File: config.mk
export PLATFORM = sky130hd
export DESIGN_NAME = tx_control
export DESIGN_NICKNAME = d
export VERILOG_FILES = /design/src/logic/tx_ctrl_pkg.sv /design/src/logic/rx_frame_classifier.sv /design/src/logic/ack_frame_writer.sv /design/src/logic/ack_waiter.sv /design/src/logic/tx_control.sv
export SDC_FILE = /design/constraint.sdc
export NUM_CORES = 1
export LEC_CHECK = 0
export BUFFER_PORTS_ARGS = -buffer_cell sky130_fd_sc_hd__buf_2
export CORE_MARGIN = 3
export CORE_UTILIZATION = 51
export CTS_CLUSTER_SIZE = 30
export DETAILED_ROUTE_END_ITERATION = 10
export PLACE_DENSITY = 0.89
export SLEW_MARGIN = 15
export SYNTH_ARGS = -nofsm -noshare
export SYNTH_HDL_FRONTEND = slang
export SYNTH_HIERARCHICAL = 1
export SYNTH_SLANG_ARGS = --single-unit
File: constraint.sdc
create_clock -name clk -period 7.81 [get_ports clk]
set_input_delay 0.781 -clock clk [delete_from_list [all_inputs] [get_ports clk]]
set_output_delay 0.781 -clock clk [all_outputs]
set_load 0.1 [all_outputs]
File: src/logic/tx_ctrl_pkg.sv
// tx control shared definitions
`default_nettype none

package tx_ctrl_pkg;

  // frame control type codes
  localparam logic [1:0] fc_type_mgmt = 2'b00;
  localparam logic [1:0] fc_type_ctrl = 2'b01;
  localparam logic [1:0] fc_type_data = 2'b10;

  // ack subtype, and the mgmt subtype that never gets an ack
  localparam logic [3:0] fc_subtype_ack         = 4'b1101;
  localparam logic [3:0] fc_subtype_beacon_excl = 4'b1110;

  // an ack is always 14 bytes on air
  localparam logic [11:0] ack_signal_len = 12'd14;

  // field widths
  localparam int mac_addr_w = 48;
  localparam int dur_w      = 16;
  localparam int rate_w     = 4;
  localparam int sig_len_w  = 16;
  localparam int count_w    = 15;
  localparam int retrans_w  = 4;

  // tx buffer layout
  localparam int buf_data_w = 64;
  localparam int buf_addr_w = 10;
  localparam int ack_words  = 4;
  localparam int ack_seq_w  = $clog2(ack_words);

  // received frame header, valid with fcs_done
  typedef struct packed {
    logic                  fcs_ok;
    logic [1:0]            fc_type;
    logic [3:0]            fc_subtype;
    logic                  more_frag;
    logic [dur_w-1:0]      duration;
    logic [mac_addr_w-1:0] addr1;
    logic [mac_addr_w-1:0] addr2;
  } rx_frame_t;

  // signal field report from the rx phy
  typedef struct packed {
    logic                 sig_valid;
    logic [sig_len_w-1:0] signal_len;
  } rx_sig_t;

  // software configuration
  typedef struct packed {
    logic [mac_addr_w-1:0] self_mac_addr;
    logic [rate_w-1:0]     ack_rate;
    logic [dur_w-1:0]      duration_extra;
    logic [dur_w-1:0]      ack_overhead;
    logic [count_w-1:0]    send_ack_wait;
    logic [count_w-1:0]    sig_valid_timeout;
    logic [count_w-1:0]    ack_timeout;
    logic [retrans_w-1:0]  max_num_retrans;
    logic                  fcs_check_disable;
  } ack_cfg_t;

  // one tx buffer write
  typedef struct packed {
    logic                  wea;
    logic [buf_addr_w-1:0] addra;
    logic [buf_data_w-1:0] dina;
  } buf_wr_t;

  // completion status
  typedef struct packed {
    logic                 fail;
    logic [retrans_w-1:0] num_retrans;
  } tx_status_t;

endpackage

`default_nettype wire

File: src/logic/rx_frame_classifier.sv
// received frame classifier
`timescale 1ns/1ns
`default_nettype none

module rx_frame_classifier (
  input  logic                  clk,
  input  logic                  rstn,
  input  tx_ctrl_pkg::rx_frame_t rx_frame,
  input  logic                  fcs_done,
  input  tx_ctrl_pkg::ack_cfg_t cfg,
  input  logic                  ack_tx_busy,
  input  logic                  retrans_in_progress,
  output logic                  ack_req,
  output logic                  ack_match,
  output logic [47:0]           ack_addr,
  output logic [15:0]           ack_duration
);

  logic to_self;
  logic is_data;
  logic is_mgmt;
  logic is_ack;
  logic want_ack;
  logic got_ack;

  assign to_self = (rx_frame.addr1 == cfg.self_mac_addr);
  assign is_data = (rx_frame.fc_type == tx_ctrl_pkg::fc_type_data);
  // beacons are broadcast and never acked
  assign is_mgmt = (rx_frame.fc_type == tx_ctrl_pkg::fc_type_mgmt) &&
                   (rx_frame.fc_subtype != tx_ctrl_pkg::fc_subtype_beacon_excl);
  assign is_ack  = (rx_frame.fc_type == tx_ctrl_pkg::fc_type_ctrl) &&
                   (rx_frame.fc_subtype == tx_ctrl_pkg::fc_subtype_ack);

  // no new response while one is pending or while waiting for our own ack
  assign want_ack = fcs_done && rx_frame.fcs_ok && (is_data || is_mgmt) && to_self &&
                    !ack_tx_busy && !ack_req && !retrans_in_progress;
  // fcs may be waived for the peer ack
  assign got_ack  = fcs_done && (rx_frame.fcs_ok || cfg.fcs_check_disable) && is_ack && to_self;

  always_ff @(posedge clk) begin
    if (!rstn) begin
      ack_req   <= 1'b0;
      ack_match <= 1'b0;
    end else begin
      ack_req   <= want_ack;
      ack_match <= got_ack;
    end
  end

  // ra comes from addr2 of the frame being acked
  always_ff @(posedge clk) begin
    if (want_ack) begin
      ack_addr <= rx_frame.addr2;
      // last fragment gets only the extra value
      if (!rx_frame.more_frag) begin
        ack_duration <= cfg.duration_extra;
      end else begin
        ack_duration <= rx_frame.duration - cfg.ack_overhead + cfg.duration_extra;
      end
    end
  end

  // ack response and ack match are exclusive
  a_req_match_excl: assert property (@(posedge clk) disable iff (!rstn)
    !(ack_req && ack_match));

endmodule

`default_nettype wire

File: src/logic/ack_frame_writer.sv
// ack frame writer
`timescale 1ns/1ns
`default_nettype none

module ack_frame_writer (
  input  logic                  clk,
  input  logic                  rstn,
  input  logic                  ack_req,
  input  logic [47:0]           ack_addr,
  input  logic [15:0]           ack_duration,
  input  tx_ctrl_pkg::ack_cfg_t cfg,
  input  logic                  phy_tx_done,
  output tx_ctrl_pkg::buf_wr_t  buf_wr,
  output logic                  ack_tx_busy
);

  typedef enum logic [1:0] {
    w_idle,
    w_wait,
    w_write,
    w_hold
  } wr_state_t;

  wr_state_t                          state;
  logic [tx_ctrl_pkg::count_w-1:0]    wait_cnt;
  logic [tx_ctrl_pkg::ack_seq_w-1:0]  seq;
  logic [47:0]                        addr_q;
  logic [15:0]                        dur_q;
  logic                               sig_parity;

  // length 14 has three ones, so parity folds into the rate bits
  assign sig_parity = ~(^cfg.ack_rate);

  always_ff @(posedge clk) begin
    if (!rstn) begin
      state    <= w_idle;
      wait_cnt <= '0;
      seq      <= '0;
    end else begin
      case (state)
        w_idle: begin
          seq      <= '0;
          wait_cnt <= 15'd1;
          if (ack_req) begin
            // zero wait goes straight to the buffer writes
            state <= (cfg.send_ack_wait == '0) ? w_write : w_wait;
          end
        end
        w_wait: begin
          if (wait_cnt >= cfg.send_ack_wait) begin
            state <= w_write;
          end else begin
            wait_cnt <= wait_cnt + 1'b1;
          end
        end
        w_write: begin
          seq <= seq + 1'b1;
          if (seq == tx_ctrl_pkg::ack_seq_w'(tx_ctrl_pkg::ack_words - 1)) begin
            state <= w_hold;
          end
        end
        // stay busy until the ack has left the radio
        w_hold: begin
          if (phy_tx_done) begin
            state <= w_idle;
          end
        end
        default: state <= w_idle;
      endcase
    end
  end

  always_ff @(posedge clk) begin
    if (ack_req && state == w_idle) begin
      addr_q <= ack_addr;
      dur_q  <= ack_duration;
    end
  end

  assign ack_tx_busy = (state != w_idle);

  // word mux for the four ack words
  always_comb begin
    buf_wr.wea   = (state == w_write);
    buf_wr.addra = {{(tx_ctrl_pkg::buf_addr_w - tx_ctrl_pkg::ack_seq_w){1'b0}}, seq};
    case (seq)
      // signal word
      2'd0: buf_wr.dina = {46'd0, sig_parity, tx_ctrl_pkg::ack_signal_len, 1'b0, cfg.ack_rate};
      2'd1: buf_wr.dina = '0;
      // frame control, duration, low ra bits
      2'd2: buf_wr.dina = {addr_q[31:0], dur_q, 8'd0, tx_ctrl_pkg::fc_subtype_ack,
                           tx_ctrl_pkg::fc_type_ctrl, 2'b00};
      default: buf_wr.dina = {48'd0, addr_q[47:32]};
    endcase
  end

  // classifier must hold off while a response is in flight
  a_no_req_when_busy: assert property (@(posedge clk) disable iff (!rstn)
    ack_req |-> !ack_tx_busy);

endmodule

`default_nettype wire

File: src/logic/ack_waiter.sv
// ack wait and retransmit control
`timescale 1ns/1ns
`default_nettype none

module ack_waiter (
  input  logic                    clk,
  input  logic                    rstn,
  input  tx_ctrl_pkg::ack_cfg_t   cfg,
  input  logic                    phy_tx_done,
  input  logic                    tx_bb_end,
  input  logic                    ack_tx_busy,
  input  logic                    ack_match,
  input  tx_ctrl_pkg::rx_sig_t    rx_sig,
  input  logic                    tx_pkt_need_ack,
  input  logic [3:0]              tx_pkt_retrans_limit,
  output logic                    retrans_in_progress,
  output logic                    start_retrans,
  output logic                    tx_try_complete,
  output logic                    waiter_idle,
  output tx_ctrl_pkg::tx_status_t tx_status
);

  typedef enum logic [2:0] {
    s_idle,
    s_judge,
    s_wait_bb,
    s_wait_sig,
    s_wait_ack
  } wait_state_t;

  wait_state_t                       state;
  logic [tx_ctrl_pkg::retrans_w-1:0] num_retrans;
  logic [tx_ctrl_pkg::retrans_w-1:0] pkt_limit;
  logic [tx_ctrl_pkg::retrans_w-1:0] retrans_limit;
  logic [tx_ctrl_pkg::count_w-1:0]   timeout_cnt;
  logic                              sig_is_ack;

  // global limit wins when set
  assign retrans_limit = (cfg.max_num_retrans != '0) ? cfg.max_num_retrans : pkt_limit;
  // only a 14 byte signal can be the peer ack
  assign sig_is_ack = rx_sig.sig_valid &&
                      (rx_sig.signal_len == {4'd0, tx_ctrl_pkg::ack_signal_len});

  always_ff @(posedge clk) begin
    if (!rstn) begin
      state               <= s_idle;
      num_retrans         <= '0;
      pkt_limit           <= '0;
      timeout_cnt         <= '0;
      retrans_in_progress <= 1'b0;
      start_retrans       <= 1'b0;
      tx_try_complete     <= 1'b0;
      tx_status           <= '0;
    end else begin
      // single cycle strobes
      start_retrans   <= 1'b0;
      tx_try_complete <= 1'b0;
      case (state)
        s_idle: begin
          // tx done of our own ack is not a data packet
          if (phy_tx_done && !ack_tx_busy) begin
            pkt_limit <= tx_pkt_retrans_limit;
            if (tx_pkt_need_ack) begin
              retrans_in_progress <= 1'b1;
              state               <= s_wait_bb;
            end else begin
              tx_try_complete       <= 1'b1;
              tx_status.fail        <= 1'b0;
              tx_status.num_retrans <= num_retrans;
              num_retrans           <= '0;
              retrans_in_progress   <= 1'b0;
            end
          end
        end
        s_wait_bb: begin
          timeout_cnt <= '0;
          if (tx_bb_end) begin
            state <= s_wait_sig;
          end
        end
        // signal field of the ack must show up in time
        s_wait_sig: begin
          if (sig_is_ack && timeout_cnt < cfg.sig_valid_timeout) begin
            timeout_cnt <= '0;
            state       <= s_wait_ack;
          end else if (timeout_cnt >= cfg.sig_valid_timeout) begin
            state <= s_judge;
          end else begin
            timeout_cnt <= timeout_cnt + 1'b1;
          end
        end
        s_wait_ack: begin
          if (ack_match && timeout_cnt < cfg.ack_timeout) begin
            tx_try_complete       <= 1'b1;
            tx_status.fail        <= 1'b0;
            tx_status.num_retrans <= num_retrans;
            num_retrans           <= '0;
            retrans_in_progress   <= 1'b0;
            state                 <= s_idle;
          end else if (timeout_cnt >= cfg.ack_timeout) begin
            state <= s_judge;
          end else begin
            timeout_cnt <= timeout_cnt + 1'b1;
          end
        end
        // timed out, retry or give up
        s_judge: begin
          if (num_retrans >= retrans_limit || retrans_limit == '0) begin
            tx_try_complete       <= 1'b1;
            tx_status.fail        <= 1'b1;
            tx_status.num_retrans <= num_retrans;
            num_retrans           <= '0;
            retrans_in_progress   <= 1'b0;
          end else begin
            num_retrans   <= num_retrans + 1'b1;
            start_retrans <= 1'b1;
          end
          state <= s_idle;
        end
        default: state <= s_idle;
      endcase
    end
  end

  assign waiter_idle = (state == s_idle);

  a_retry_xor_done: assert property (@(posedge clk) disable iff (!rstn)
    !(start_retrans && tx_try_complete));

  // a retry always keeps the retransmit window open
  a_retry_in_window: assert property (@(posedge clk) disable iff (!rstn)
    start_retrans |-> retrans_in_progress);

endmodule

`default_nettype wire

File: src/logic/tx_control.sv
// tx mac control top
`timescale 1ns/1ns
`default_nettype none

module tx_control (
  input  logic                    clk,
  input  logic                    rstn,
  input  tx_ctrl_pkg::ack_cfg_t   cfg,
  input  tx_ctrl_pkg::rx_frame_t  rx_frame,
  input  logic                    fcs_done,
  input  tx_ctrl_pkg::rx_sig_t    rx_sig,
  input  logic                    phy_tx_done,
  input  logic                    tx_bb_end,
  input  logic                    tx_pkt_need_ack,
  input  logic [3:0]              tx_pkt_retrans_limit,
  output tx_ctrl_pkg::buf_wr_t    buf_wr,
  output logic                    ack_tx_busy,
  output logic                    retrans_in_progress,
  output logic                    start_retrans,
  output logic                    tx_try_complete,
  output tx_ctrl_pkg::tx_status_t tx_status,
  output logic                    tx_control_idle
);

  logic        ack_req;
  logic        ack_match;
  logic [47:0] ack_addr;
  logic [15:0] ack_duration;
  logic        waiter_idle;

  // rx side decode
  rx_frame_classifier i_rx_frame_classifier (
    .clk                 (clk),
    .rstn                (rstn),
    .rx_frame            (rx_frame),
    .fcs_done            (fcs_done),
    .cfg                 (cfg),
    .ack_tx_busy         (ack_tx_busy),
    .retrans_in_progress (retrans_in_progress),
    .ack_req             (ack_req),
    .ack_match           (ack_match),
    .ack_addr            (ack_addr),
    .ack_duration        (ack_duration)
  );

  // ack response into the tx buffer
  ack_frame_writer i_ack_frame_writer (
    .clk          (clk),
    .rstn         (rstn),
    .ack_req      (ack_req),
    .ack_addr     (ack_addr),
    .ack_duration (ack_duration),
    .cfg          (cfg),
    .phy_tx_done  (phy_tx_done),
    .buf_wr       (buf_wr),
    .ack_tx_busy  (ack_tx_busy)
  );

  // wait for the peer ack after our own packet
  ack_waiter i_ack_waiter (
    .clk                  (clk),
    .rstn                 (rstn),
    .cfg                  (cfg),
    .phy_tx_done          (phy_tx_done),
    .tx_bb_end            (tx_bb_end),
    .ack_tx_busy          (ack_tx_busy),
    .ack_match            (ack_match),
    .rx_sig               (rx_sig),
    .tx_pkt_need_ack      (tx_pkt_need_ack),
    .tx_pkt_retrans_limit (tx_pkt_retrans_limit),
    .retrans_in_progress  (retrans_in_progress),
    .start_retrans        (start_retrans),
    .tx_try_complete      (tx_try_complete),
    .waiter_idle          (waiter_idle),
    .tx_status            (tx_status)
  );

  // idle only between retry sequences
  assign tx_control_idle = waiter_idle && !retrans_in_progress;

endmodule

`default_nettype wire

==> key figures <==
Run status
  – Status: complete, no violations

Timing
  – Slew margin rel.: 33.37%
  – Setup_tns: 0 ns
  – Tcrit/Tclk final: 41.14%
  – Worst-Margin Slew: 0.9864 ns
  – Setup Skew: 0.01568 ns
  – Setup violators final: 0
  – Final hold vios: 0
  – Hold Worst Slack: slightly above 0.4 ns
  – Fin. max-slew vios: 0
  – RSZ-0062 raised after global routing: no
  – Final Critical Period: 3.213 ns
  – Peak Freq: about 0.31 GHz

Floorplanning
  – Io pins: between 300 and 400
  – Initial Util: between 50% and 60%
  – Die area: approximately 23000 µm²
  – Die width: 151.1 µm
  – Core ar.: 20430 µm²
  – Height of the die: 151.1 µm
  – FP Rows: 52

GRT
  – GRT overflow: 0
  – Number of global-route vias before repair: 8969
  – Pin count of the biggest net entering global routing: 65
  – First-pass GRT wire length: 43.71 mm
  – Initial antenna violation count: 1
  – Tot GR Track Use: 24.37%

CTS
  – Clock latency at the later pin of the worst-skew pair: roughly 0.43 ns
  – Clk slew on worst S/H paths: approximately 0.08 ns
  – Post-cts sizing count: 0
  – CTS buffer count: 17
  – CTS H-Tree Depth: 4
  – Post-CTS Setup Inserts: 0
  – Clk sinks: 183
  – CTS tree: built
  – CTS Hold Bufs: 0
  – CTS root buf: clkbuf_16
  – Clock Path Buffers: 2

Min path
  – Hold depth: 0
  – Hold WC Path Type: reg2reg

Critical path
  – Critical path class: in2reg
  – Critical path fanouts, max: 3
  – CP required: around 8.0 ns
  – Crit path DAT: 3.40 ns
  – CP Launch Type: primary input
  – Slowest cell on the critical path: fa_1
  – CP peak stage delay: around 0.52 ns
  – Cell Chain, Critical Path: buf_2 -> fa_1 -> inv_1 -> fa_1 -> a21o_1 -> a21oi_1 -> o21ai_1 -> a31oi_1 -> nor2b_1 -> o311a_1 -> a21o_1
  – R2R cell count: 7
  – Worst Setup End Kind: register

Logic synthesis
  – FF+latch count, synth: 183
  – Ys flop type: edfxtp_1
  – Mapped Area: 10740 µm²
  – Cells after Synth: around 1000
  – Count of cell types in the netlist: 86
  – FFs w/ async S/R, synth: 0%
  – Post-synth EDFFs: between 100 and 150
  – Register area share after synthesis: a little under half
  – Syn Area/Cell: 10.27 µm²
  – Synthesis warning total: 6

Finish
  – Sequential cell area: about 5000 µm²
  – N_diodes: 0
  – Most frequent cells in the layout: buf_2, edfxtp_1, inv_1
  – Final nets: 1766
  – Fin cells: 1678
  – Most common cell after layout, fill and taps aside: buf_2
  – Util after Layout: 65.47%
  – Multi-input logic area: 5152 µm²
  – Fillers: approximately 1600
  – Share of cells above drive strength 1: 29.83%
  – Area grow syn2layout: 24.56%

Power
  – PD cells: 179.1 nW/µm²
  – Worst-case vdd ir drop: 0.0001456 V
  – Leakage: between 6 and 7 nW

Routing
  – Vias post-DR: 9192
  – Iteration count of the initial detailed-routing pass: 5
  – DRC: 0
  – Vias/cell: 5.478
  – Routed length on met2: between 10 and 15 mm
  – DRT iter0 DRCs: 451
  – Drt total wl: 28.96 mm
  – Highest metal layer with signal wires: met5
  – Wl on met1: 11.55 mm
  – Post-DRT Antenna Nets: 0
  – WL/cell: around 17 µm
  – Wire length on met3: 2.185 mm

Placement
  – Placed Cells: 1646
  – PortBufs: 357
  – HPWL Detailed: around 23 mm
  – Routability Congestion: 0.9192

Run
  – Max-Cap Viols: 0
-- registers in the layout, indices dropped and copies added, names as in the netlist --
name and count:
i_rx_frame_classifier/ack_duration 16, i_ack_waiter/state 3, i_ack_frame_writer/state 2, i_ack_waiter/num_retrans 4, i_ack_frame_writer/addr_q 48, i_rx_frame_classifier/ack_match 1, i_ack_waiter/pkt_limit 4, i_ack_waiter/start_retrans 1
i_ack_waiter/tx_try_complete 1, i_ack_waiter/retrans_in_progress 1, i_ack_frame_writer/wait_cnt 15, i_rx_frame_classifier/ack_req 1, i_ack_frame_writer/dur_q 16, i_rx_frame_classifier/ack_addr 48, i_ack_waiter/tx_status 5, i_ack_waiter/timeout_cnt 15
i_ack_frame_writer/seq 2
-- metal layers --
layer / track usage (%) / vias up
met5: 0 / -
li1: - / 4442
met2: 42.06 / 356
met4: 7.706 / 2
met3: 5.775 / 43
met1: 30.29 / 4349
-- synthesized netlist by cell type, types with 21 or more instances --
cell      count  area, µm²
and2_1       60      375.4
nor3_1       23      115.1
inv_1       126      473.0
dfxtp_1      55       1101
nor2_1       41      153.9
o21ai_0      39      195.2
nand2_1      64      240.2
xnor2_1      51      446.7
edfxtp_1    128       3844
ha_1         75      938.4
nand4_1      30      187.7
clkbuf_1     21      78.83
a21oi_1      47      235.2
nand3_1      47      235.2
-- area by class of cell --
type,instances,area share (%)
multi-input combinational,705,38.52
sequential,183,36.97
timing repair buffer,362,13.64
inverter,126,3.536
clock buffer,17,3.181
tap,270,2.526
clock inverter,15,1.628
-- critical path, delay by kind of cell --
kind	cells	cell delay (ns)
buffers and inverters	2	0.18
and+or+nand+nor	1	0.10
adders and majority gates	2	0.98
AOI/OAI and AO/OA	6	1.37
-- report_power, final --
part           switching [W]  leakage (nW)  internal, W
Sequential         0.0000105          1.59      0.00104
Combinational       0.000252          4.19     0.000178
Clock               0.000419         0.309     0.000496
-- per-stage QoR --
step / area [µm²] / worst slack, ns / power [W]
6_report: 13380 / 4.597 / 0.002395
3_3_place_gp: 12730 / 4.227 / 0.001483
3_5_place_dp: 12730 / 4.167 / 0.001497
4_1_cts: 13380 / 4.624 / 0.002406
2_1_floorplan: 10760 / 1.077 / 0.001361
5_1_grt: 13380 / 4.425 / 0.002487
-- cells by family (layout without fill, tap and decap cells) --
group                      after synthesis  count (layout)  share of synthesized area, %
adders and majority gates               90              90                         11.54
other                                    1               8                       0.03492
DFF                                    183             183                         46.05
AOI/OAI and AO/OA                      193             193                         12.89
xor gates and xnor gates                64              64                         5.220
buffers and inverters                  165             520                         6.269
and+or+nand+nor                        340             340                         17.05
muxes                                   10              10                        0.9555
-- path summary, 6_finish.rpt --
kind                                            from                                endpoint  slack [ns]
setup / recovery                             cfg[51]  i_rx_frame_classifier/ack_duration[10]        4.60
setup reg to reg         i_ack_waiter/timeout_cnt[8]             i_ack_waiter/timeout_cnt[0]        4.80
hold reg to reg   i_rx_frame_classifier/ack_addr[27]           i_ack_frame_writer/addr_q[27]        0.41
hold / removal    i_rx_frame_classifier/ack_addr[27]           i_ack_frame_writer/addr_q[27]        0.41
Note: power is estimated with default switching activity, not from simulation.
